<file path="config.mk">
export PLATFORM = sky130hd
export DESIGN_NAME = mipsPipeline
export DESIGN_NICKNAME = d
export VERILOG_FILES = /design/src/mipsPkg.sv /design/src/decodeStage.sv /design/src/executeStage.sv /design/src/fetchStage.sv /design/src/hazardUnit.sv /design/src/memWbStage.sv /design/src/mipsPipeline.sv /design/src/registerFile.sv
export VERILOG_INCLUDE_DIRS = /design/src
export SDC_FILE = /design/constraint.sdc
export NUM_CORES = 2
export LEC_CHECK = 0
export BUFFER_PORTS_ARGS = -buffer_cell sky130_fd_sc_hd__buf_2
export CAP_MARGIN = 10
export CORE_UTILIZATION = 45
export DETAILED_ROUTE_END_ITERATION = 7
export SYNTH_ARGS = -nofsm -noshare
export SYNTH_HDL_FRONTEND = slang
export SYNTH_SLANG_ARGS = --single-unit
</file>
<file path="constraint.sdc">
create_clock -name Clk -period 6.1 [get_ports Clk]
set_input_delay 1.83 -clock Clk [delete_from_list [all_inputs] [get_ports Clk]]
set_output_delay 1.83 -clock Clk [all_outputs]
set_load 0.02 [all_outputs]
</file>
<file path="src/mips_defines.svh">
`ifndef MIPS_DEFINES_SVH
`define MIPS_DEFINES_SVH

`define WORD_W      32
`define REG_ADDR_W  5
`define RESET_PC    32'h0000_0000

// Primary opcodes, instr[31:26]
`define OPC_RTYPE   6'h00
`define OPC_J       6'h02
`define OPC_BEQ     6'h04
`define OPC_ADDIU   6'h09
`define OPC_ORI     6'h0d
`define OPC_LW      6'h23
`define OPC_SW      6'h2b

// R-type function codes, instr[5:0]
`define FN_ADDU     6'h21
`define FN_SUBU     6'h23
`define FN_AND      6'h24
`define FN_OR       6'h25
`define FN_SLT      6'h2a

`endif

</file>
<file path="src/mipsPkg.sv">
`include "mips_defines.svh"

package mipsPkg;

	typedef logic [`WORD_W-1:0] word_t;
	typedef logic [`REG_ADDR_W-1:0] regAddr_t;

	typedef enum logic [2:0] {
		ALU_ADD,
		ALU_SUB,
		ALU_AND,
		ALU_OR,
		ALU_SLT
	} aluOp_e;

	typedef enum logic [1:0] {
		FWD_NONE,
		FWD_MEM,
		FWD_WB
	} fwdSel_e;

	// All zero is a bubble
	typedef struct packed {
		logic regWrite;
		logic memRead;
		logic memWrite;
		logic memToReg;
		logic aluSrcImm;
		logic branch;
		aluOp_e aluOp;
	} ctrl_t;

	typedef struct packed {
		ctrl_t ctrl;
		word_t pcPlus4;
		word_t rsData;
		word_t rtData;
		word_t imm;
		regAddr_t rs;
		regAddr_t rt;
		regAddr_t dest;
	} idEx_t;

	typedef struct packed {
		logic regWrite;
		logic memRead;
		logic memWrite;
		logic memToReg;
		word_t aluResult;
		word_t storeData;
		regAddr_t dest;
	} exMem_t;

	typedef struct packed {
		logic regWrite;
		logic memToReg;
		word_t aluResult;
		word_t loadData;
		regAddr_t dest;
	} memWb_t;

endpackage

</file>
<file path="src/decodeStage.sv">
`include "mips_defines.svh"

module decodeStage (
	input  logic Clk,
	input  logic rst,
	input  logic stall,
	input  logic flushIdEx,
	input  mipsPkg::word_t ifIdPc,
	input  mipsPkg::word_t ifIdInstr,
	input  mipsPkg::word_t rsData,
	input  mipsPkg::word_t rtData,
	output mipsPkg::regAddr_t rsAddr,
	output mipsPkg::regAddr_t rtAddr,
	output logic jumpTaken,
	output mipsPkg::word_t jumpTarget,
	output mipsPkg::idEx_t idEx
);
	import mipsPkg::*;

	logic [5:0] opcode;
	logic [5:0] funct;
	logic zeroExt;
	ctrl_t ctrl;
	word_t pcPlus4;
	word_t imm;
	regAddr_t dest;

	assign opcode = ifIdInstr[31:26];
	assign funct = ifIdInstr[5:0];
	assign rsAddr = ifIdInstr[25:21];
	assign rtAddr = ifIdInstr[20:16];
	assign pcPlus4 = ifIdPc + 32'd4;

	assign jumpTaken = opcode == `OPC_J;
	assign jumpTarget = {pcPlus4[`WORD_W-1:28], ifIdInstr[25:0], 2'b00};

	assign imm = zeroExt ? {{(`WORD_W-16){1'b0}}, ifIdInstr[15:0]}
		: {{(`WORD_W-16){ifIdInstr[15]}}, ifIdInstr[15:0]};
	assign dest = (opcode == `OPC_RTYPE) ? ifIdInstr[15:11] : ifIdInstr[20:16];

	always_comb begin
		ctrl = '0;
		zeroExt = 1'b0;
		case (opcode)
			`OPC_RTYPE: begin
				ctrl.regWrite = 1'b1;
				case (funct)
					`FN_ADDU: ctrl.aluOp = ALU_ADD;
					`FN_SUBU: ctrl.aluOp = ALU_SUB;
					`FN_AND:  ctrl.aluOp = ALU_AND;
					`FN_OR:   ctrl.aluOp = ALU_OR;
					`FN_SLT:  ctrl.aluOp = ALU_SLT;
					default:  ctrl.regWrite = 1'b0; // Also catches the zero word
				endcase
			end
			`OPC_ADDIU: begin
				ctrl.regWrite = 1'b1;
				ctrl.aluSrcImm = 1'b1;
				ctrl.aluOp = ALU_ADD;
			end
			`OPC_ORI: begin
				ctrl.regWrite = 1'b1;
				ctrl.aluSrcImm = 1'b1;
				ctrl.aluOp = ALU_OR;
				zeroExt = 1'b1; // Logical immediate
			end
			`OPC_LW: begin
				ctrl.regWrite = 1'b1;
				ctrl.memRead = 1'b1;
				ctrl.memToReg = 1'b1;
				ctrl.aluSrcImm = 1'b1;
				ctrl.aluOp = ALU_ADD;
			end
			`OPC_SW: begin
				ctrl.memWrite = 1'b1;
				ctrl.aluSrcImm = 1'b1;
				ctrl.aluOp = ALU_ADD;
			end
			`OPC_BEQ: begin
				ctrl.branch = 1'b1;
				ctrl.aluOp = ALU_SUB;
			end
			default: ; // J and unknown opcodes go down as bubbles
		endcase
	end

	always_ff @(posedge Clk) begin
		if (rst || stall || flushIdEx)
			idEx.ctrl <= '0;
		else
			idEx.ctrl <= ctrl;
		idEx.pcPlus4 <= pcPlus4;
		idEx.rsData <= rsData;
		idEx.rtData <= rtData;
		idEx.imm <= imm;
		idEx.rs <= rsAddr;
		idEx.rt <= rtAddr;
		idEx.dest <= dest;
	end

endmodule

</file>
<file path="src/executeStage.sv">
module executeStage (
	input  logic Clk,
	input  logic rst,
	input  mipsPkg::idEx_t idEx,
	input  mipsPkg::fwdSel_e fwdA,
	input  mipsPkg::fwdSel_e fwdB,
	input  mipsPkg::word_t wbData,
	output logic branchTaken,
	output mipsPkg::word_t branchTarget,
	output mipsPkg::exMem_t exMem
);
	import mipsPkg::*;

	word_t opA;
	word_t rtFwd;
	word_t opB;
	word_t aluResult;

	function automatic word_t fwdMux(fwdSel_e sel, word_t regVal, word_t memVal, word_t wbVal);
		case (sel)
			FWD_MEM: return memVal;
			FWD_WB:  return wbVal;
			default: return regVal;
		endcase
	endfunction

	assign opA = fwdMux(fwdA, idEx.rsData, exMem.aluResult, wbData);
	assign rtFwd = fwdMux(fwdB, idEx.rtData, exMem.aluResult, wbData); // Also the store data
	assign opB = idEx.ctrl.aluSrcImm ? idEx.imm : rtFwd;

	always_comb begin
		case (idEx.ctrl.aluOp)
			ALU_SUB: aluResult = opA - opB;
			ALU_AND: aluResult = opA & opB;
			ALU_OR:  aluResult = opA | opB;
			ALU_SLT: aluResult = word_t'($signed(opA) < $signed(opB));
			default: aluResult = opA + opB;
		endcase
	end

	// BEQ resolved here, not taken is assumed up front
	assign branchTaken = idEx.ctrl.branch && (opA == rtFwd);
	assign branchTarget = idEx.pcPlus4 + (idEx.imm << 2);

	always_ff @(posedge Clk) begin
		if (rst) begin
			exMem.regWrite <= 1'b0;
			exMem.memRead <= 1'b0;
			exMem.memWrite <= 1'b0;
			exMem.memToReg <= 1'b0;
		end else begin
			exMem.regWrite <= idEx.ctrl.regWrite;
			exMem.memRead <= idEx.ctrl.memRead;
			exMem.memWrite <= idEx.ctrl.memWrite;
			exMem.memToReg <= idEx.ctrl.memToReg;
		end
		exMem.aluResult <= aluResult;
		exMem.storeData <= rtFwd;
		exMem.dest <= idEx.dest;
	end

endmodule

</file>
<file path="src/fetchStage.sv">
`include "mips_defines.svh"

module fetchStage (
	input  logic Clk,
	input  logic rst,
	input  logic stall,
	input  logic flushIfId,
	input  logic jumpTaken,
	input  mipsPkg::word_t jumpTarget,
	input  logic branchTaken,
	input  mipsPkg::word_t branchTarget,
	input  mipsPkg::word_t imemData,
	output mipsPkg::word_t imemAddr,
	output mipsPkg::word_t ifIdPc,
	output mipsPkg::word_t ifIdInstr
);
	import mipsPkg::*;

	word_t pc;
	word_t pcPlus4;

	assign imemAddr = pc;
	assign pcPlus4 = pc + 32'd4;

	// Branch in EX is older than a jump in ID
	always_ff @(posedge Clk) begin
		if (rst)
			pc <= `RESET_PC;
		else if (branchTaken)
			pc <= branchTarget;
		else if (jumpTaken)
			pc <= jumpTarget;
		else if (!stall)
			pc <= pcPlus4;
	end

	always_ff @(posedge Clk) begin
		if (rst || flushIfId) begin
			ifIdInstr <= '0; // Zero word decodes as a bubble
			ifIdPc <= '0;
		end else if (!stall) begin
			ifIdInstr <= imemData;
			ifIdPc <= pc;
		end
	end

	// Both target paths must keep the fetch address on a word boundary
	assert property (@(posedge Clk) disable iff (rst) imemAddr[1:0] == 2'b00);

endmodule

</file>
<file path="src/hazardUnit.sv">
`include "mips_defines.svh"

module hazardUnit (
	input  mipsPkg::word_t ifIdInstr,
	input  mipsPkg::idEx_t idEx,
	input  mipsPkg::exMem_t exMem,
	input  logic wbEn,
	input  mipsPkg::regAddr_t wbDest,
	input  logic branchTaken,
	output mipsPkg::fwdSel_e fwdA,
	output mipsPkg::fwdSel_e fwdB,
	output logic stall,
	output logic flushIfId,
	output logic flushIdEx
);
	import mipsPkg::*;

	logic [5:0] opcode;
	regAddr_t idRs;
	regAddr_t idRt;
	logic usesRs;
	logic usesRt;
	logic loadUse;

	// Youngest producer wins
	function automatic fwdSel_e pickFwd(regAddr_t src, exMem_t mem, logic wEn, regAddr_t wDest);
		if (mem.regWrite && mem.dest != '0 && mem.dest == src)
			return FWD_MEM;
		if (wEn && wDest != '0 && wDest == src)
			return FWD_WB;
		return FWD_NONE;
	endfunction

	assign fwdA = pickFwd(idEx.rs, exMem, wbEn, wbDest);
	assign fwdB = pickFwd(idEx.rt, exMem, wbEn, wbDest);

	assign opcode = ifIdInstr[31:26];
	assign idRs = ifIdInstr[25:21];
	assign idRt = ifIdInstr[20:16];
	assign usesRs = opcode != `OPC_J; // J index bits are not registers
	assign usesRt = opcode inside {`OPC_RTYPE, `OPC_SW, `OPC_BEQ};

	assign loadUse = idEx.ctrl.memRead && idEx.dest != '0
		&& ((usesRs && idEx.dest == idRs) || (usesRt && idEx.dest == idRt));

	assign stall = loadUse && !branchTaken;
	assign flushIdEx = branchTaken;
	assign flushIfId = branchTaken || opcode == `OPC_J;

	// Decode never marks one instruction as both load and branch
	always_comb begin
		assert final (!(loadUse && branchTaken));
	end

endmodule

</file>
<file path="src/memWbStage.sv">
module memWbStage (
	input  logic Clk,
	input  logic rst,
	input  mipsPkg::exMem_t exMem,
	input  mipsPkg::word_t dmemReadData,
	output mipsPkg::word_t dmemAddr,
	output mipsPkg::word_t dmemWriteData,
	output logic dmemRead,
	output logic dmemWrite,
	output logic wbEn,
	output mipsPkg::regAddr_t wbDest,
	output mipsPkg::word_t wbData
);
	import mipsPkg::*;

	memWb_t memWb;

	assign dmemAddr = exMem.aluResult;
	assign dmemWriteData = exMem.storeData;
	assign dmemRead = exMem.memRead;
	assign dmemWrite = exMem.memWrite;

	always_ff @(posedge Clk) begin
		if (rst) begin
			memWb.regWrite <= 1'b0;
			memWb.memToReg <= 1'b0;
		end else begin
			memWb.regWrite <= exMem.regWrite;
			memWb.memToReg <= exMem.memToReg;
		end
		memWb.aluResult <= exMem.aluResult;
		memWb.loadData <= dmemReadData; // Memory answers in the same cycle
		memWb.dest <= exMem.dest;
	end

	assign wbEn = memWb.regWrite;
	assign wbDest = memWb.dest;
	assign wbData = memWb.memToReg ? memWb.loadData : memWb.aluResult;

	assert property (@(posedge Clk) disable iff (rst) !(dmemRead && dmemWrite));

endmodule

</file>
<file path="src/mipsPipeline.sv">
module mipsPipeline (
	input  logic Clk,
	input  logic rst,
	input  mipsPkg::word_t imemData,
	input  mipsPkg::word_t dmemReadData,
	output mipsPkg::word_t imemAddr,
	output mipsPkg::word_t dmemAddr,
	output mipsPkg::word_t dmemWriteData,
	output logic dmemRead,
	output logic dmemWrite
);
	import mipsPkg::*;

	word_t ifIdPc, ifIdInstr;
	word_t jumpTarget, branchTarget;
	word_t rsData, rtData, wbData;
	regAddr_t rsAddr, rtAddr, wbDest;
	logic jumpTaken, branchTaken, wbEn;
	logic stall, flushIfId, flushIdEx;
	fwdSel_e fwdA, fwdB;
	idEx_t idEx;
	exMem_t exMem;

	fetchStage u_fetch (
		.Clk(Clk), .rst(rst), .stall(stall), .flushIfId(flushIfId),
		.jumpTaken(jumpTaken), .jumpTarget(jumpTarget),
		.branchTaken(branchTaken), .branchTarget(branchTarget),
		.imemData(imemData), .imemAddr(imemAddr),
		.ifIdPc(ifIdPc), .ifIdInstr(ifIdInstr)
	);

	decodeStage u_decode (
		.Clk(Clk), .rst(rst), .stall(stall), .flushIdEx(flushIdEx),
		.ifIdPc(ifIdPc), .ifIdInstr(ifIdInstr), .rsData(rsData), .rtData(rtData),
		.rsAddr(rsAddr), .rtAddr(rtAddr),
		.jumpTaken(jumpTaken), .jumpTarget(jumpTarget), .idEx(idEx)
	);

	registerFile u_regFile (
		.Clk(Clk), .rsAddr(rsAddr), .rtAddr(rtAddr),
		.wbEn(wbEn), .wbDest(wbDest), .wbData(wbData),
		.rsData(rsData), .rtData(rtData)
	);

	hazardUnit u_hazard (
		.ifIdInstr(ifIdInstr), .idEx(idEx), .exMem(exMem),
		.wbEn(wbEn), .wbDest(wbDest), .branchTaken(branchTaken),
		.fwdA(fwdA), .fwdB(fwdB),
		.stall(stall), .flushIfId(flushIfId), .flushIdEx(flushIdEx)
	);

	executeStage u_execute (
		.Clk(Clk), .rst(rst), .idEx(idEx), .fwdA(fwdA), .fwdB(fwdB), .wbData(wbData),
		.branchTaken(branchTaken), .branchTarget(branchTarget), .exMem(exMem)
	);

	memWbStage u_memWb (
		.Clk(Clk), .rst(rst), .exMem(exMem), .dmemReadData(dmemReadData),
		.dmemAddr(dmemAddr), .dmemWriteData(dmemWriteData),
		.dmemRead(dmemRead), .dmemWrite(dmemWrite),
		.wbEn(wbEn), .wbDest(wbDest), .wbData(wbData)
	);

endmodule

</file>
<file path="src/registerFile.sv">
`include "mips_defines.svh"

module registerFile (
	input  logic Clk,
	input  mipsPkg::regAddr_t rsAddr,
	input  mipsPkg::regAddr_t rtAddr,
	input  logic wbEn,
	input  mipsPkg::regAddr_t wbDest,
	input  mipsPkg::word_t wbData,
	output mipsPkg::word_t rsData,
	output mipsPkg::word_t rtData
);
	import mipsPkg::*;

	word_t regs [1 << `REG_ADDR_W];

	// Same-cycle write is visible to the reader
	function automatic word_t readPort(regAddr_t addr, logic wEn, regAddr_t wDest,
		word_t wData, word_t stored);
		if (addr == '0)
			return '0;
		if (wEn && wDest == addr)
			return wData;
		return stored;
	endfunction

	always_ff @(posedge Clk) begin
		if (wbEn && wbDest != '0)
			regs[wbDest] <= wbData;
	end

	always_comb begin
		rsData = readPort(rsAddr, wbEn, wbDest, wbData, regs[rsAddr]);
		rtData = readPort(rtAddr, wbEn, wbDest, wbData, regs[rtAddr]);
	end

	assert property (@(posedge Clk) wbEn && wbDest == '0 |=> regs[0] === $past(regs[0]));

endmodule

</file>
==> impl_metrics.toml <==
[worst_setup_path]
crit_slowest_cell = "o21ai_0"
reg2reg_to = "u_execute.exMem[67]"
path_buf_inv = 2
cpPeakStageDelay_ns = 0.64
r2r_setup_slack_ns = 0.29
r2r-start = "u_memWb.wbDest[4]"
crit_required_ns = 6.74
arrival_ns = 6.45
crit_path_start_kind = "flip-flop"
crit_chain = "or3_1 -> buf_4 -> o311ai_4 -> nor2_4 -> mux2i_1 -> o21ai_0 -> inv_1 -> fa_1 -> nor2b_1 -> o21ai_0 -> a21boi_0 -> o21a_1 -> o31ai_1 -> a311oi_1 -> a311oi_1 -> o31a_1 -> o41ai_1 -> xnor2_1 -> a22oi_1"
crit_fanout = 12
rr_worst_depth = 19
endpoint_kind = "flip-flop"
crit_type = "flip-flop to flip-flop"
crit_family = "compound AO/OA/AOI/OAI gates"

[sta]
fmax_mhz = 172.2
setup_viol = 0
min_period_ns = 5.808
skew_ns = 0.03597
fin_crit_sh = 0.9521
tns_ns = 0
rsz0062_at_grt = "false"
hold_violations = 0
maxSlewViolCount = 0
slew_headroom = 0.1539
tightest_slew_ns = 1.266

[power_and_ir_drop]
combPwrFrac = 0.212
ir_worst_vdd_uv = 283.6
p_sw_frac = 0.3080
pwr-share-clk = 0.336
cellPowerDensity_mw_per_mm2 = 358.3
p_sw_w = 0.008564
p_leak_nw = 25.67
seqPwrFrac = 0.451
intPower_w = 0.01924

[synth]
synth-seq-cells = 1409
synth.most_common_cell = "edfxtp_1"
synth_edf_count = 1024
synthArstFlopShare = 0
ys_top_cells_by_area = "edfxtp_1, mux4_2, dfxtp_1"
ys.warnings.count = 0
ys.flop_type = "edfxtp_1"
synth.distinct_cells = 86
syn_area_mm2 = 0.06928
ys_seq_area_frac = 0.5551
syn_avg_cell_area_um2 = 15.08
synth_top_area_cell = "edfxtp_1"
ys_top_cells_by_count = "edfxtp_1, mux4_2, dfxtp_1"
netlist.area_leader.share = 0.4438
syn-instance-count = 4594

[place]
place_congestion = 0.9744
io_buffers = 163
dpl.hpwl_um = 135000

[outcome]
outcome = "finished, final reports clean"

[clock_network]
cts_hold_buf = 0
clk_latency_ns = 0.81
numCtsBuffers = 153
root_buffer = "clkbuf_16"
clockBufferDepth = 3
tritoncts = "done"
htree_levels = 4
cts_sinks = 1409
clkTransAtPathRegs_ns = 0.06

[final_layout]
fill_cells = 12640
fin_nets = 4898
layout-drive-gt1-share = 0.2802
final_util = 0.5091
multi_input_area_mm2 = 0.02909
ff_latch_area_mm2 = 0.03850
area.growth.synth_to_final_pct = 12.03

[route]
via_count = 43780
routedWlPerCell_um = 31.11
ant_nets = 0
dr.pass1.iters = 5
drt-vias-per-instance = 6.386
drt-total-wl_um = 213300
dr.first_iter.drc_count = 5107
drc = 0

[die]
die_h_um = 394.4
num_rows = 143
dieArea_mm2 = 0.1555
start_util = 0.4545
io_pins = 164
core-area_mm2 = 0.1524
dieWidth_um = 394.4

[worst_hold_path]
worstHoldStart = "u_fetch.ifIdPc[1]"
hold_depth = 0
hp-class = "flip-flop to flip-flop"
hold_end = "u_decode.idEx[112]"

[global_routing]
grt_pass1_wl_um = 308100
grt.overflow.total = 0
grt_pass1_vias = 43160
grt_usage = 0.2734
grt_max_degree = 126
antenna_found_initial = 5

[job]
maxCapViolCount = 0
[layer usage]
layer	global-route usage	share of wire	vias to the layer above
li1	-	-	18490
met1	0.3849	0.41	22720
met2	0.4293	0.47	2179
met3	0.04600	0.082	397
met4	0.09676	0.037	4
met5	0	0.000070	-
[cells by family after synthesis]
logic type | after synthesis | share of synthesized area
XOR/XNOR | 136 | 0.01779
adder cells (fa/ha/maj) | 130 | 0.02380
buffers and inverters | 486 | 0.03166
flip-flops | 1409 | 0.5551
AO/OA/AOI/OAI | 788 | 0.07450
multiplexers | 882 | 0.2471
AND/OR/NAND/NOR | 762 | 0.05006
other | 1 | 0.00005413
[state kept, by name, summed over array words and instances, names as in the netlist, named ones only]
| signal | cells |
|---|---|
| u_memWb.wbEn | 1 |
| u_execute.exMem | 72 |
| u_memWb.memWb | 65 |
| u_decode.idEx | 136 |
| u_regFile.regs | 1024 |
| u_memWb.wbDest | 5 |
| u_fetch.ifIdPc | 32 |
| u_fetch.ifIdInstr | 32 |
| u_fetch.imemAddr | 32 |
[cell type report]
class	count	area share
antenna	1	0.00003224
clock buffer	196	0.05352
clock inverter	82	0.01145
inverter	117	0.005658
multi-input combinational	2730	0.3748
sequential	1409	0.4960
tap	2030	0.03273
timing repair buffer	291	0.02579
[stage by stage]
| stage | cells | setup WS, ns | power, W | hold slack [ns] | area, um^2 |
|---|---|---|---|---|---|
| 2_1_floorplan | 4625 | 1.044 | 0.01634 | 0.3305 | 69400 |
| 3_3_place_gp | 6577 | 0.2946 | 0.01845 | 0.3363 | 72550 |
| 3_5_place_dp | 6577 | 0.2039 | 0.01850 | 0.3419 | 72550 |
| 4_1_cts | 6855 | 0.1853 | 0.02782 | 0.3545 | 77590 |
| 5_1_grt | 6855 | 0.02931 | 0.02872 | 0.3682 | 77610 |
| 6_report | 6856 | 0.2920 | 0.02781 | 0.3544 | 77610 |
[worst max path at each step]
stage / startpoint / to / slack, ns / depth (start not counted)
after floorplan: u_decode.idEx[5] / u_execute.exMem[37] / 1.04 / 24
after global placement: u_memWb.wbDest[4] / u_execute.exMem[66] / 0.29 / 20
after detailed placement: u_memWb.wbDest[4] / u_execute.exMem[37] / 0.20 / 21
after CTS: u_memWb.wbDest[4] / u_execute.exMem[37] / 0.19 / 21
after global routing: u_memWb.wbDest[4] / u_execute.exMem[67] / 0.03 / 19
final: u_memWb.wbDest[4] / u_execute.exMem[67] / 0.29 / 19
[cell usage in the layout, fill, tap and decap left out, types with 21 or more instances in the layout]
| master | instances |
|---|---|
| nand3_1 | 50 |
| nor2_4 | 35 |
| buf_4 | 110 |
| clkbuf_1 | 30 |
| mux2_2 | 52 |
| o21bai_1 | 22 |
| o21ai_0 | 137 |
| conb_1 | 32 |
| a21oi_1 | 231 |
| a211oi_1 | 21 |
| o21a_1 | 37 |
| clkbuf_16 | 156 |
| a21o_1 | 30 |
| nand2_1 | 145 |
| mux4_2 | 640 |
| nor3_1 | 32 |
| nor2_1 | 341 |
| buf_2 | 163 |
| dfxtp_1 | 372 |
| xor2_1 | 55 |
| edfxtp_1 | 1024 |
| clkinv_2 | 21 |
| mux2i_1 | 163 |
| xnor2_1 | 75 |
| a221oi_1 | 32 |
| o31ai_1 | 33 |
| ha_1 | 127 |
| inv_1 | 117 |
| nor2b_1 | 21 |
| a31oi_1 | 29 |
| o22ai_1 | 63 |
| o221a_2 | 21 |
[timing repair]
action	CTS	global route
setup buffers	0	0
resized for setup	0	5
endpoints found under the setup margin	0	8
[power by group through the flow]
stage                     logic (W)  clock network (W)  registers (W)
after global placement      0.00571                  0         0.0127
final                       0.00590            0.00935         0.0126
after detailed placement    0.00577                  0         0.0127
after CTS                   0.00578            0.00950         0.0125
after floorplan             0.00409                  0         0.0123
after global routing        0.00628            0.00985         0.0126
No activity file was read; power rests on OpenSTA's default activity.
